--- src/logic/fx_defs.svh ---
// ################################################
// Width and format constants for the 8.8 unsigned
// fixed-point add/multiply pipeline. Included by the
// package and by every file that sizes a vector.
// ################################################

`ifndef FX_DEFS_SVH
`define FX_DEFS_SVH

// operand and result width
`define FX_WIDTH 16

// fraction bits, integer part is FX_WIDTH - FX_FRAC_BITS
`define FX_FRAC_BITS 8

// full product of two operands
`define FX_PROD_WIDTH 32

// partial products are reduced first into this many groups
// group k gathers multiplier bits k, k+4, k+8, k+12
`define FX_PP_GROUPS 4

`endif

--- src/logic/fx_pkg.sv ---
// ################################################
// Shared vector types for the fixed-point pipeline.
// Stages, the stage interface and the top take the
// types from here.
// ################################################

`include "fx_defs.svh"

package fx_pkg;

  // 8.8 value, integer byte above fraction byte
  typedef logic [`FX_WIDTH-1:0] fx_word_t;

  // aligned to the full product
  // bits 23..8 line up with an 8.8 result
  typedef logic [`FX_PROD_WIDTH-1:0] fx_prod_t;

endpackage

--- src/logic/fx_stage_if.sv ---
// ################################################
// One item in flight between the partial-product
// stage and the reduce stage, with its handshake.
// src drives the item, dst drives ready.
// ################################################

`timescale 1ns/1ns

`include "fx_defs.svh"

interface fx_stage_if;
  import fx_pkg::*;

  logic                            valid;
  logic                            ready;
  logic                            op_mul;    // 1 = multiply, 0 = add
  logic [`FX_WIDTH:0]              add_sum;   // sum with carry on top
  fx_prod_t [`FX_PP_GROUPS-1:0]    group_sum; // partial group sums

  modport src (
    output valid,
    output op_mul,
    output add_sum,
    output group_sum,
    input  ready
  );

  modport dst (
    input  valid,
    input  op_mul,
    input  add_sum,
    input  group_sum,
    output ready
  );

endinterface

--- src/logic/fx_partial_stage.sv ---
// ################################################
// First pipeline slot. Builds the shifted partial
// products of num_a by each bit of num_b, folds them
// into group sums, and forms the raw 17-bit add.
// One register slot on a valid/ready stream.
// ################################################

`timescale 1ns/1ns

`include "fx_defs.svh"

module fx_partial_stage (
  input  logic             clk,
  input  logic             rst_n,
  input  logic             in_valid,
  output logic             in_ready,
  input  fx_pkg::fx_word_t num_a,
  input  fx_pkg::fx_word_t num_b,
  input  logic             op_mul,
  fx_stage_if.src          down
);
  import fx_pkg::*;

  fx_prod_t                     a_ext;              // multiplicand in product frame
  fx_prod_t                     pp [`FX_WIDTH];     // one per multiplier bit
  fx_prod_t [`FX_PP_GROUPS-1:0] grp;
  logic [`FX_WIDTH:0]           sum_ab;
  logic                         accept;

  assign a_ext = {{(`FX_PROD_WIDTH - `FX_WIDTH){1'b0}}, num_a};

  // shift and gate by multiplier bit
  always_comb
  begin
    for (int i = 0; i < `FX_WIDTH; i++)
    begin
      pp[i] = (a_ext << i) & {`FX_PROD_WIDTH{num_b[i]}};
    end
  end

  // group k takes bits k, k+4, k+8, k+12
  always_comb
  begin
    for (int k = 0; k < `FX_PP_GROUPS; k++)
    begin
      grp[k] = '0;
      for (int j = k; j < `FX_WIDTH; j += `FX_PP_GROUPS)
      begin
        grp[k] = grp[k] + pp[j];
      end
    end
  end

  assign sum_ab = {1'b0, num_a} + {1'b0, num_b}; // carry lands in the top bit

  // slot free, or its item leaves this edge
  assign in_ready = !down.valid || down.ready;
  assign accept   = in_valid && in_ready;

  always_ff @(posedge clk)
  begin
    if (!rst_n)
      down.valid <= 1'b0;
    else if (accept)
      down.valid <= 1'b1;
    else if (down.ready)
      down.valid <= 1'b0;
  end

  always_ff @(posedge clk)
  begin
    if (accept)
    begin
      down.op_mul    <= op_mul;
      down.add_sum   <= sum_ab;
      down.group_sum <= grp;
    end
  end

  // a stalled item must not change under the reduce stage
  hold_on_stall_a: assert property (
    @(posedge clk) disable iff (!rst_n)
    down.valid && !down.ready |=>
      down.valid && $stable(down.op_mul) && $stable(down.add_sum)
      && $stable(down.group_sum)
  ) else $error("partial stage item changed while stalled");

endmodule

--- src/logic/fx_reduce_stage.sv ---
// ################################################
// Second pipeline slot. Adds the group sums into the
// full product, slices out the 8.8 result and sets
// the overflow and precision-lost flags, or passes
// the add result through. Registers on handshake.
// ################################################

`timescale 1ns/1ns

`include "fx_defs.svh"

module fx_reduce_stage (
  input  logic             clk,
  input  logic             rst_n,
  fx_stage_if.dst          up,
  output logic             out_valid,
  input  logic             out_ready,
  output fx_pkg::fx_word_t result,
  output logic             overflow,
  output logic             precision_lost
);
  import fx_pkg::*;

  fx_prod_t product;
  fx_word_t res_next;
  logic     ovf_next;
  logic     lost_next;
  logic     accept;

  // final reduction of the four groups
  always_comb
  begin
    product = '0;
    for (int k = 0; k < `FX_PP_GROUPS; k++)
    begin
      product = product + up.group_sum[k];
    end
  end

  always_comb
  begin
    if (up.op_mul)
    begin
      res_next  = product[`FX_FRAC_BITS +: `FX_WIDTH];                     // middle 16 bits
      ovf_next  = |product[`FX_PROD_WIDTH-1:`FX_WIDTH+`FX_FRAC_BITS];      // integer spill
      lost_next = |product[`FX_FRAC_BITS-1:0];                             // dropped fraction
    end
    else
    begin
      res_next  = up.add_sum[`FX_WIDTH-1:0];
      ovf_next  = up.add_sum[`FX_WIDTH];
      lost_next = 1'b0; // add is exact
    end
  end

  assign up.ready = !out_valid || out_ready;
  assign accept   = up.valid && up.ready;

  always_ff @(posedge clk)
  begin
    if (!rst_n)
      out_valid <= 1'b0;
    else if (accept)
      out_valid <= 1'b1;
    else if (out_ready)
      out_valid <= 1'b0;
  end

  always_ff @(posedge clk)
  begin
    if (accept)
    begin
      result         <= res_next;
      overflow       <= ovf_next;
      precision_lost <= lost_next;
    end
  end

  // an accepted add shows up with precision_lost low
  add_exact_a: assert property (
    @(posedge clk) disable iff (!rst_n)
    accept && !up.op_mul |=> !precision_lost
  ) else $error("precision_lost set on an add result");

  // output slot empty right after any reset cycle
  reset_clears_a: assert property (
    @(posedge clk) !rst_n |=> !out_valid
  ) else $error("out_valid high after reset");

endmodule

--- src/logic/fx_arith_top.sv ---
// ################################################
// Top of the 8.8 fixed-point add/multiply pipeline.
// Operand pairs enter on a valid/ready stream, and
// results leave two cycles later with their flags.
// ################################################

`timescale 1ns/1ns

module fx_arith_top (
  input  logic             clk,
  input  logic             rst_n,
  input  logic             in_valid,
  output logic             in_ready,
  input  fx_pkg::fx_word_t num_a,    // multiplicand or first addend
  input  fx_pkg::fx_word_t num_b,    // multiplier or second addend
  input  logic             op_mul,
  output logic             out_valid,
  input  logic             out_ready,
  output fx_pkg::fx_word_t result,
  output logic             overflow,
  output logic             precision_lost
);

  // link between the two slots
  fx_stage_if i_stage_if ();

  fx_partial_stage i_partial_stage (
    .clk      (clk),
    .rst_n    (rst_n),
    .in_valid (in_valid),
    .in_ready (in_ready),
    .num_a    (num_a),
    .num_b    (num_b),
    .op_mul   (op_mul),
    .down     (i_stage_if.src)
  );

  fx_reduce_stage i_reduce_stage (
    .clk            (clk),
    .rst_n          (rst_n),
    .up             (i_stage_if.dst),
    .out_valid      (out_valid),
    .out_ready      (out_ready),
    .result         (result),
    .overflow       (overflow),
    .precision_lost (precision_lost)
  );

endmodule

--- config.mk ---
export PLATFORM = sky130hd
export DESIGN_NAME = fx_arith_top
export DESIGN_NICKNAME = d
export VERILOG_FILES = /design/src/logic/fx_pkg.sv /design/src/logic/fx_stage_if.sv /design/src/logic/fx_partial_stage.sv /design/src/logic/fx_reduce_stage.sv /design/src/logic/fx_arith_top.sv
export VERILOG_INCLUDE_DIRS = /design/src /design/src/logic
export SDC_FILE = /design/constraint.sdc
export NUM_CORES = 1
export LEC_CHECK = 0
export ABC_AREA = 1
export CORE_ASPECT_RATIO = 0.6
export CORE_UTILIZATION = 40
export DETAILED_ROUTE_END_ITERATION = 8
export DONT_BUFFER_PORTS = 1
export SLEW_MARGIN = 20
export SYNTH_ARGS = -nofsm -noshare
export SYNTH_HDL_FRONTEND = slang
export SYNTH_SLANG_ARGS = --single-unit
--- constraint.sdc ---
create_clock -name clk -period 5.9 [get_ports clk]
set_clock_uncertainty 0.2 [all_clocks]
set_input_delay 1.18 -clock clk [delete_from_list [all_inputs] [get_ports clk]]
set_output_delay 1.18 -clock clk [all_outputs]
set_load 0.1 [all_outputs]
* After elaboration in Yosys (flattened, before gate mapping) *
Index checks and enable logic that the tools add are counted.

operators by class
  add/sub/neg operators = 16
  $mul = 0
  div/mod/pow operators = 0
  order comparisons = 0
  equality and inequality tests = 0
  shift operators = 0
  muxes and demuxes = 6
  bitwise operators = 16
  reduce and logical (&&, ||, !) cells = 10

operator list
  cell                                       count
  32-bit adder                               15
  16-bit by 32-bit AND with 32-bit output    1
  17-bit by 32-bit AND with 32-bit output    1
  18-bit by 32-bit AND with 32-bit output    1
  19-bit by 32-bit AND with 32-bit output    1
  20-bit by 32-bit AND with 32-bit output    1
  21-bit by 32-bit AND with 32-bit output    1
  22-bit by 32-bit AND with 32-bit output    1
  23-bit by 32-bit AND with 32-bit output    1
  24-bit by 32-bit AND with 32-bit output    1
  25-bit by 32-bit AND with 32-bit output    1
  26-bit by 32-bit AND with 32-bit output    1
  27-bit by 32-bit AND with 32-bit output    1
  28-bit by 32-bit AND with 32-bit output    1
  29-bit by 32-bit AND with 32-bit output    1
  30-bit by 32-bit AND with 32-bit output    1
  31-bit by 32-bit AND with 32-bit output    1
  16-bit by 16-bit adder with 17-bit output  1
  16-bit two-way mux                         1
  8-bit OR reduction                         2
  1-bit two-way mux                          5
  2-bit nonzero test                         2
  1-bit logical AND                          2
  1-bit logical NOT                          2
  1-bit logical OR                           2

word-level totals
  register bits = 166
  latch bits = 0
  bits in writable memories = 0
  bits in read-only memories = 0
  input bits = 37
  output and inout port bits = 20
  logic and storage cells = 59
  memories = 0

* Logic depth before layout (Yosys ltp) *
Gate-level depths: netlist of the first run.

  depth after elaboration = 5
  mapped depth = 20
  depth with buffers taken out = 20

* By module *
Synthesis of the first run repeated with hierarchy kept, for this count alone.

second synthesis, totals
  cell total of the unflattened synthesis = 2,938
  area, all modules = 20,188.1 um2

by module, submodules not included
  module            times used  cells an instance  area an instance (um2)  sequential area each (um2)
  fx_partial_stage  1           2,229              15,436.1                4,043.9
  fx_reduce_stage   1           709                4,752.1                 560.5

* Worst setup path before layout of the first run *
No wires, ideal clock.

  path type = in2reg
  start point = input port out_ready
  end point = register i_partial_stage.down.add_sum[0] (enable)
  setup time = 0.487 ns
  data arrival time = 4.746 ns
  slack = 0.467 ns
  stages on the path = 4
  cells stage by stage = inv_1 nand3_1 nand2_1 inv_1

between the ends
  word-level cells in the longest chain between the ends = 3

ends and longest elaborated chain
  what                              line                    source
  start, declared                   fx_arith_top.sv:18      input logic out_ready,
  1-bit logical OR                  fx_reduce_stage.sv:56   assign up.ready = !out_valid || out_ready;
  1-bit logical OR                  fx_partial_stage.sv:57  assign in_ready = !down.valid || down.ready;
  named net in_ready                fx_arith_top.sv:13      output logic in_ready,
  1-bit logical AND                 fx_partial_stage.sv:58  assign accept = in_valid && in_ready;
  named net i_partial_stage.accept  fx_partial_stage.sv:28  logic accept;
  end signal, assigned              fx_partial_stage.sv:75  down.add_sum <= sum_ab;
  end, declared                     fx_stage_if.sv:23       output add_sum,

The timed path passes the listed nets, and every way through them passes these cells.
A chain may end at the register's enable or synchronous reset.

==> metrics.cfg, run 1 <==
[placed_design]
dp_hpwl_um=43000
gp_congestion=0.953
dp_cells=2695
numPortBuffers=0

[sta]
finalSetupViolCount=0
setup_tns_ns=0
drv_slew=0
clock.fmax_ghz=0.243
tightest_slew_ns=1.04
finalCriticalPeriod_ns=4.11
slew_headroom_pct=30.3
hold_viol_final=0
period_share_pct=69.6
rsz0062_at_grt=no

[worst_setup_path]
worst_setup_path_end_kind=flop
cp_common_cell=ha_1
cpPeakStageDelay_ns=0.52
cp-start-kind=input pin
crit_path_start=num_a[9]
worstPathMaxFanout=16
slowest_stage=fa_1
required_ns=5.89
critPathKind=input pin to flop
rr_endpoint=i_reduce_stage.overflow
crit_path_cell_trace=ha_1, inv_1, fa_1, inv_1, ha_1, ha_1, nand4_1, nor3_1, nand4_1, nand3_1, xor2_1
worstPathArrival_ns=4.09
regToRegSetupSlack_ns=2.16
reg2reg_depth=18
r2r_start=i_partial_stage.down.group_sum[35]

[job]
cap_viol_max_count=0

[global_routing]
antenna_found_initial=5
grt_pass1_vias=13900
track_usage_pct=24.9
grt_max_degree=78
grt-ovfl-total=0
grt_pass1_wl_um=82100

[finish]
fill_cells=4368
final_common_cell=nand2_1
seqCellArea_um2=4600
final_cell_mix=nand2_1 (572), inv_1 (458), ha_1 (223)
multi_input_area_um2=11000
syn_to_final_growth_pct=6.56
nNetsFinal=2529
fin_cells=2729
drive_gt1_share_pct=4.50

[yosys]
synth_top_family_by_area=adder cells
synthAdderAreaFrac_pct=30.2
synth_cell_types=38
synth-compound-area-share_pct=8.54
netlist_instances=2164
seq_area_frac_synth_pct=26.3
syn_area_um2=17500
synth_nets=2549
yosysWarnings=0
synth-seq-cells=154
synth-simple-area-share_pct=18.6
syn_area_per_cell_um2=8.10
synthXorXnorAreaFrac_pct=5.64
synth.area.mux_share_pct=0

[pwr]
power.density_nw_per_um2=405
ir_worst_vdd_mv=0.408
finalPower_mw=7.58
total_leakage_power_nw=10.2

[cts]
cts_sinks=154
h-tree-depth=4
post_cts_resized=0
cts_setup_buffers=0
clk_pin_slew_ns=0.08
holdBufCountCts=0
clk_latency_ns=0.45
cts_buffer_depth=2
cts_tree=done
cts_root_buf=clkbuf_16
numCtsBuffers=17

[floorplanning]
core_um2=42500
ios=57
die-area_um2=44700
die_width_um=272
rows=58
start_util_pct=41.2
die_h_um=164

[worst_hold_path]
min_path_type=flop to flop
min_path_cells=2
hold_path_end=i_reduce_stage.out_valid
hold_path_startpoint=i_partial_stage.down.valid

[status]
status=finished, final reports clean

[routing]
final_antenna_net_count=0
avgViaCountPerCell=5.19
drc=0
vias=14200
dr.pass1.iters=5
drtIter0Drc=1365
wl_per_cell_um=19.8
finalWirelength_um=53900

[worst max-delay path: cells and delay by family]
family,cells,cell delay [ns]
buffers and inverters,2,0.17
and+or+nand+nor,4,0.82
xor gates and xnor gates,1,0.44
adders and majority gates,4,1.46
[how the worst max path moves through the flow]
stage / to / slack [ns] / cells after the start
after floorplan: i_partial_stage.down.add_sum[0] / 0.47 / 4
after global placement: i_partial_stage.down.group_sum[59] / 1.47 / 13
after detailed placement: i_partial_stage.down.group_sum[57] / 1.46 / 11
after CTS: i_partial_stage.down.group_sum[57] / 1.91 / 11
after global routing: i_partial_stage.down.group_sum[57] / 1.63 / 11
final: i_partial_stage.down.group_sum[57] / 1.79 / 11
[cell families after synthesis]
| group | count (synthesis) |
|---|---|
| XOR/XNOR | 113 |
| flip-flops | 154 |
| AO/OA/AOI/OAI | 254 |
| buffers and inverters | 502 |
| adder cells (fa/ha/maj) | 348 |
| AND/OR/NAND/NOR | 793 |
[power by group]
group | switching [mW] | internal (mW) | leakage, nW | total (mW)
registers | 0.409 | 1.51 | 1.52 | 1.92
clock network | 0.538 | 0.558 | 0.272 | 1.10
logic | 2.95 | 1.61 | 8.37 | 4.56
[layer usage]
metal  track usage, %  wire length, um
met5                0                0
met2             34.4            20800
met3             7.21             5480
met4             5.31              614
met1             37.5            27100
[final cells by class]
cell class                 instances  area share (%)
clock inverter                    14           0.730
timing repair buffer               3           0.121
antenna                            2          0.0268
tap                              570            3.82
clock buffer                      18            2.30
sequential                       154            24.6
multi-input combinational       1508            59.1
inverter                         460            9.27
[Yosys cell counts (all sizes together)]
master | n | share of area [%]
clkbuf | 37 | 0.79
xnor2 | 35 | 1.7
o2111ai | 2 | 0.10
xor2 | 78 | 3.9
dfxtp | 2 | 0.23
a21o | 7 | 0.30
o211ai | 3 | 0.13
buf | 5 | 0.14
nand2 | 582 | 13
inv | 460 | 9.8
nor3b | 1 | 0.043
a31oi | 10 | 0.36
nand3 | 56 | 1.7
a21oi | 125 | 3.8
and3 | 4 | 0.14
a21boi | 5 | 0.30
nand3b | 1 | 0.11
o21ai | 82 | 2.5
nor3 | 17 | 0.57
nor4 | 2 | 0.071
nor2 | 107 | 2.5
o21bai | 19 | 1.0
fa | 125 | 14
edfxtp | 152 | 26
o211a | 1 | 0.057
nand4 | 23 | 0.82
ha | 223 | 16
[through the flow]
| stage | setup WS, ns | util, % | area [um^2] | hold slack [ns] |
|---|---|---|---|---|
| floorplan | 0.467 | - | 17500 | 0.247 |
| detailed placement | 1.46 | 42.6 | 18100 | 0.288 |
| CTS | 1.91 | 43.9 | 18700 | 0.303 |
| global route | 1.63 | 43.9 | 18700 | 0.327 |
| global placement | 1.47 | 42.6 | 18100 | 0.273 |
| finish | 1.79 | 43.9 | 18700 | 0.300 |
[state kept, by name, indices dropped and copies added (netlist names)]
name / cells
i_partial_stage.down.group_sum: 116
i_partial_stage.down.add_sum: 17
i_reduce_stage.result: 16
i_partial_stage.down.op_mul: 1
i_partial_stage.down.valid: 1
i_reduce_stage.out_valid: 1
i_reduce_stage.overflow: 1
i_reduce_stage.precision_lost: 1
No activity file was read; power rests on OpenSTA's default activity.
==> inputs of run 2 (changes only) <==
==> constraint.sdc (replaced) <==
create_clock -name clk -period 3.7 [get_ports clk]
set_clock_uncertainty 0.2 [all_clocks]
set_input_delay 0.74 -clock clk [delete_from_list [all_inputs] [get_ports clk]]
set_output_delay 0.74 -clock clk [all_outputs]
set_load 0.1 [all_outputs]
==> run 2 against run 1 <==
Against the previous run: die area did not move; total power rose by 68%; clock power rose by 60%; design area rose by 3.7%; first-iteration DRC count fell by 9.7%; global-route usage fell by 0.058 points; combinational power rose by 73%; setup slack got worse by 1.7 ns; sequential share of layout area fell by 0.86 points; final cell count rose by 2.2%; sequential power rose by 58%; critical path type is now flop to flop; largest power group unchanged.
==> metrics.cfg, run 2 (synthesis gave the netlist of run 1 again) <==
[finish]
syn_to_final_growth_pct=10.5
final_common_cell=nand2_1
regMostFlops=i_partial_stage.down.group_sum
nNetsFinal=2591  ; +2.5%
largest_reg_flops=116  ; unchanged
largestRegisters=i_partial_stage.down.group_sum (116), i_partial_stage.down.add_sum (17), i_reduce_stage.result (16)
fin_cells=2789  ; +2.2%
final_cell_mix=nand2_1 (563), inv_1 (445), ha_1 (202)
diodes=0  ; -2
drive_gt1_share_pct=9.91  ; +5.4 points

[floorplanning]
start_util_pct=41.2  ; unchanged
die-area_um2=44700  ; unchanged
rows=58  ; unchanged
ios=57  ; unchanged
core_um2=42500  ; unchanged
die_h_um=164  ; unchanged
die_width_um=272  ; unchanged

[worst_setup_path]
required_ns=3.71  ; -2.18 ns
cp-start-kind=flop
r2r_start=i_partial_stage.down.group_sum[56]
worstPathArrival_ns=3.64  ; -0.45 ns
reg2reg_depth=14  ; -4
crit_end=i_reduce_stage.overflow
worstPathMaxFanout=5  ; -11
critPathKind=flop to flop
crit_path_start=i_partial_stage.down.group_sum[56]
rr_endpoint=i_reduce_stage.overflow
worst_setup_path_end_kind=flop
regToRegSetupSlack_ns=0.07  ; -2.09 ns

[routing]
final_antenna_net_count=0  ; unchanged
dr.pass1.iters=5  ; unchanged
finalWirelength_um=53900  ; about the same
vias=14200  ; +0.14%
drc=0  ; unchanged
wl_per_cell_um=19.3  ; -2.2%
avgViaCountPerCell=5.08  ; -2.0%
drtIter0Drc=1232  ; -9.7%

[placed_design]
numPortBuffers=0  ; unchanged
gp_congestion=0.942  ; -1.2%
dp_hpwl_um=43300  ; +0.68%
place_worst_setup_slack_ns=-0.151  ; -1.61 ns
dp_cells=2757  ; +2.3%

[cts]
cts_buffer_depth=2  ; unchanged
numCtsBuffers=17  ; unchanged
cts_tree=done
cts_setup_buffers=0  ; unchanged
h-tree-depth=4  ; unchanged
clk_pin_slew_ns=0.07  ; about the same
cts_sinks=154  ; unchanged
clk_latency_ns=0.45  ; about the same
cts_root_buf=clkbuf_16

[global_routing]
grt_pass1_vias=13900  ; -0.050%
grt_pass1_wl_um=82100  ; about the same
grt_max_degree=65  ; -17%
antenna_found_initial=0  ; -5
track_usage_pct=24.8  ; -0.058 points
grt-ovfl-total=0  ; unchanged

[sta]
tightest_slew_ns=0.983  ; -0.0614 ns
hold_viol_final=0  ; unchanged
drv_slew=0  ; unchanged
rsz0062_at_grt=yes
slew_headroom_pct=34.4  ; +4.1 points
finalCriticalPeriod_ns=3.63
period_share_pct=98.1
setup_slack_ns=0.0687  ; -1.72 ns
clock.fmax_ghz=0.275
finalSetupViolCount=0  ; unchanged

[job]
cap_viol_max_count=0  ; unchanged

[pwr]
finalPower_mw=12.7  ; +68%
ir_worst_vdd_mv=0.720  ; +76%
total_leakage_power_nw=10.4  ; +2.7%
power.density_nw_per_um2=655  ; +62%

[status]
status=finished, final reports clean

[worst_hold_path]
min_path_type=input pin to flop

run 2: cell count changes in the layout (fill, tap and decap cells not counted), sizes merged:
cell / delta
bufinv: +1
diode: -2
buf: +62
clkinv: -1
run 2: repair_timing:
item | 4_1_cts | 5_1_grt
pin swaps | 0 | 4
gates resized for setup | 2 | 62
endpoints found under the setup margin | 1 | 6
hold buffers | 0 | 0
run 2: critical path: stages (launching register included):
cell	delay, ns
edfxtp_1	0.52
fa_1	0.63
fa_1	0.47
ha_2	0.43
nand2_2	0.10
nor2_2	0.13
nand2_1	0.10
nor3b_1	0.20
nand2_1	0.13
nand3_1	0.10
nand2_1	0.06
nor2_1	0.08
nand3_1	0.09
nor2_2	0.10
nor2_1	0.05
run 2: area by class of cell:
cell class                      count  area [um^2]
Multi-Input combinational cell   1508        11300
Clock buffer                       18          429
Fill cell                        4284        23100
Timing Repair Buffer               65          500
Sequential cell                   154         4610
Clock inverter                     14          134
Inverter                          460         1750
Tap cell                          570          713
run 2: worst min path at each step:
stage                                from                     endpoint  slack (ns)  cells after the start
5_1_grt                            op_mul  i_partial_stage.down.op_mul        0.17                      0
4_1_cts                            op_mul  i_partial_stage.down.op_mul        0.17                      0
3_5_place_dp   i_partial_stage.down.valid     i_reduce_stage.out_valid        0.31                      2
6_report                           op_mul  i_partial_stage.down.op_mul        0.18                      0
2_1_floorplan  i_partial_stage.down.valid     i_reduce_stage.out_valid        0.27                      2
3_3_place_gp   i_partial_stage.down.valid     i_reduce_stage.out_valid        0.30                      2
run 2: power breakdown:
group	total, mW	switching (mW)	internal (mW)
Clock	1.76	0.820	0.942
Sequential	3.04	0.631	2.41
Combinational	7.90	4.91	2.99
run 2: per-layer routing:
metal	vias up	global-route usage, %	share of wire, %
met3	51	5.64	8.4
met1	6762	37.9	51
met2	452	35.6	40
li1	6910	-	-
met4	0	4.01	1.2
met5	-	0	0
run 2: through the flow:
stage                     area, um^2  setup TNS (ns)  hold WS (ns)  utilization (%)
after floorplan                17600          -16.19         0.272                -
after global placement         18600          -0.382         0.299             43.8
after detailed placement       18600          -0.739         0.310             43.8
after CTS                      19200               0         0.170             45.2
after global routing           19400         -0.0685         0.166             45.6
final                          19400               0         0.185             45.6
==> inputs of run 3 (changes only) <==
--- a/config.mk
+++ b/config.mk
@@ -7,6 +7,7 @@
 export NUM_CORES = 1
 export LEC_CHECK = 0
 export ABC_AREA = 1
+export ABC_CLOCK_PERIOD_IN_PS = 3700
 export CORE_ASPECT_RATIO = 0.6
 export CORE_UTILIZATION = 40
 export DETAILED_ROUTE_END_ITERATION = 8
@@ -14,4 +15,5 @@
 export SLEW_MARGIN = 20
 export SYNTH_ARGS = -nofsm -noshare
 export SYNTH_HDL_FRONTEND = slang
+export SYNTH_HIERARCHICAL = 1
 export SYNTH_SLANG_ARGS = --single-unit
==> run 3 against run 2 <==
Against the previous run: final cell count grew 29%; non-clock buffer count shrank 50; die area grew 15%; fmax grew 2.5%; design area grew 12%; utilization shrank 1.9 points; sequential cell count is the same; synthesized cell count grew 36%; hold slack lost 0.0041 ns.
==> metrics.cfg, run 3 <==
[status]
status=finished, final reports clean

[sta]
hold_viol_final=0  ; unchanged
drv_slew=0  ; unchanged
finalCriticalPeriod_ns=3.54  ; -0.0882 ns
clock.fmax_ghz=0.282  ; +2.5%
period_share_pct=95.8  ; -2.4 points
tightest_slew_ns=0.923  ; -0.0595 ns
slew_headroom_pct=38.4  ; +4.0 points
setup_tns_ns=0  ; unchanged
setup_slack_ns=0.157  ; +0.0882 ns
finalSetupViolCount=0  ; unchanged

[yosys]
yosysTopAreaCell=edfxtp_1
synth_top_area_share_pct=22.6  ; -3.4 points
synth_most_common_cell=nand2_1
synth_area_leaders=edfxtp_1 (23%), nand2_1 (19%), inv_1 (14%), ha_1 (14%), fa_1 (13%)
syn_area_um2=20200  ; +15%
ys.flop_type=edfxtp_1
synth_common_cells=nand2_1 (1,032), inv_1 (765), ha_1 (225)
synth-seq-cells=154  ; unchanged
postSynth.asyncResetShare_pct=0  ; unchanged
yosysWarnings=6  ; +6
netlist_instances=2938  ; +36%
synth-edff-count=152  ; unchanged
synth_cell_types=41  ; +7.9%
seq_area_frac_synth_pct=22.8  ; -3.5 points
syn_area_per_cell_um2=6.87  ; -15%

[finish]
diodes=0  ; unchanged
seqCellArea_um2=4610  ; about the same
regMostFlops=i_partial_stage/down.group_sum
final_cell_mix=nand2_1 (1,023), inv_1 (761), ha_1 (212)
multi_input_area_um2=12600  ; +12%
fill_cells=5121  ; +20%
nNetsFinal=3320  ; +28%
drive_gt1_share_pct=4.42  ; -5.5 points
largestRegisters=i_partial_stage/down.group_sum (116), i_partial_stage/down.add_sum (17), i_reduce_stage/result (16)
syn_to_final_growth_pct=7.29
design_area_um2=21700  ; +12%
fin_cells=3591  ; +29%
largest_reg_flops=116  ; unchanged
final_common_cell=nand2_1

[pwr]
p_clk_share_pct=14.2  ; +0.3 points
power_frac_seq_pct=23.8  ; about the same
p_sw_mw=6.64  ; +4.4%
switching_share_pct=52.1  ; +2.0 points
p_comb_share_pct=62.0  ; -0.2 points
finalPower_mw=12.7  ; +0.36%
power.density_nw_per_um2=588  ; -10%
ir_worst_vdd_mv=0.562  ; -22%
total_leakage_power_nw=13.1  ; +25%
p_int_mw=6.10  ; -3.7%

[placed_design]
numPortBuffers=0  ; unchanged
placed_cell_area_um2=21000  ; +13%
dp_hpwl_um=53500  ; +23%
place_worst_setup_slack_ns=-0.202  ; -0.0511 ns
dp_cells=3559  ; +29%
gp_congestion=0.993  ; +5.4%

[global_routing]
grt_pass1_vias=16700  ; +20%
grt_pass1_wl_um=101000  ; +23%
busiest_layer=met1
met2_usage_pct=35.1  ; -0.53 points
grt-ovfl-total=0  ; unchanged
use_met1_pct=40.8  ; +2.9 points
antenna_found_initial=2  ; +2
grt_max_degree=53  ; -18%
track_usage_pct=26.6  ; +1.8 points
gr-usage-met3_pct=8.11  ; +2.5 points

[cts]
clk_latency_ns=0.45  ; about the same
numCtsBuffers=17  ; unchanged
h-tree-depth=4  ; unchanged
holdBufCountCts=0  ; unchanged
clk_pin_slew_ns=0.07  ; about the same
cts_buffer_depth=2  ; unchanged
cts_root_buf=clkbuf_16
cts_sinks=154  ; unchanged
cts_tree=done
cts_setup_buffers=0  ; unchanged

[worst_hold_path]
min_path_type=input pin to flop

[floorplanning]
die-area_um2=51400  ; +15%
ios=57  ; unchanged
die_width_um=292  ; +7.2%
die_h_um=176  ; +7.2%
core_um2=49600  ; +17%
rows=63  ; +8.6%
start_util_pct=40.7  ; -0.52 points

[routing]
avgViaCountPerCell=4.97  ; -2.3%
drtIter0Drc=2073  ; +68%
final_antenna_net_count=0  ; unchanged
drc=0  ; unchanged
dr.pass1.iters=6  ; +1
finalWirelength_um=66900  ; +24%
vias=17800  ; +26%
wl_per_cell_um=18.6  ; -3.6%

[worst_setup_path]
worstPathMaxFanout=4  ; -1
worst_setup_path_end_kind=flop
critPathKind=flop to flop
worstPathArrival_ns=3.55  ; -0.09 ns
required_ns=3.71  ; about the same
cp-start-kind=flop

[job]
cap_viol_max_count=0  ; unchanged

[run 3: changes by cell type in the layout (fill, tap and decap cells not counted), sizes merged, moves of 49 or more]
cell / delta
buf: -50
inv: +308
nand2: +463
nand3: +68
nor2: +71
o21ai: -49
[run 3: worst paths after layout]
| check | slack, ns | endpoint | cells after the start | from |
|---|---|---|---|---|
| min | 0.18 | i_partial_stage/down.op_mul | 0 | op_mul |
| min reg2reg | 0.33 | i_reduce_stage/result[11] | 2 | i_partial_stage/down.add_sum[11] |
| max | 0.16 | i_reduce_stage/overflow | 17 | i_partial_stage/down.group_sum[16] |
| max reg2reg | 0.16 | i_reduce_stage/overflow | 17 | i_partial_stage/down.group_sum[16] |
[run 3: per-layer routing]
layer | vias up | share of wire [%]
met5 | - | 0
met4 | 0 | 2.4
met3 | 83 | 12
met2 | 792 | 36
met1 | 8216 | 49
li1 | 8741 | -
[run 3: area by class of cell]
| class | count | share of cell area, % |
|---|---|---|
| clock buffers | 17 | 1.96 |
| clock inverters | 15 | 0.716 |
| inverters | 769 | 13.4 |
| multi-input cells | 1971 | 58.3 |
| flip-flops and latches | 154 | 21.3 |
| well taps | 650 | 3.75 |
| repair buffers | 15 | 0.635 |
[run 3: critical path: stages (launching register included)]
cell      delay [ns]
edfxtp_1        0.40
inv_1           0.08
fa_1            0.50
fa_1            0.50
inv_1           0.06
ha_1            0.39
nand2_2         0.17
inv_1           0.05
nand2_1         0.06
nand2_1         0.06
nand2_1         0.06
nand2_1         0.09
a21oi_1         0.22
nand3_1         0.12
nand2_1         0.09
nand3_1         0.08
nor2_1          0.09
a21oi_1         0.07
[run 3: repair_timing]
| action | 4_1_cts | 5_1_grt |
|---|---|---|
| setup endpoints to repair | 0 | 4 |
| endpoints found under the hold margin | 0 | 0 |
| gates resized for setup | 0 | 30 |
[run 3: kinds of logic (layout without fill, tap and decap cells)]
family / count (synthesis) / count (layout) / synth area share, %
flops: 154 / 154 / 22.8
simple gates: 1399 / 1399 / 28.0
compound gates: 134 / 134 / 3.71
fa+ha+maj: 355 / 355 / 26.8
other cells: 1 / 12 / 0.0186
buf+inv: 824 / 816 / 15.6
xor+xnor: 71 / 71 / 3.08
[run 3: metrics by stage]
| step | util (%) | hold slack, ns |
|---|---|---|
| floorplan | - | 0.297 |
| global placement | 42.3 | 0.316 |
| detailed placement | 42.3 | 0.327 |
| CTS | 43.5 | 0.155 |
| global route | 43.7 | 0.155 |
| finish | 43.7 | 0.180 |
[run 3: power by group through the flow]
stage	Combinational, mW	Sequential [mW]	Clock (mW)
after detailed placement	7.39	3.07	0
after global routing	8.84	3.05	1.91
after CTS	7.44	3.03	1.84
after global placement	7.38	3.06	0
after floorplan	5.42	2.98	0
final	7.91	3.03	1.81
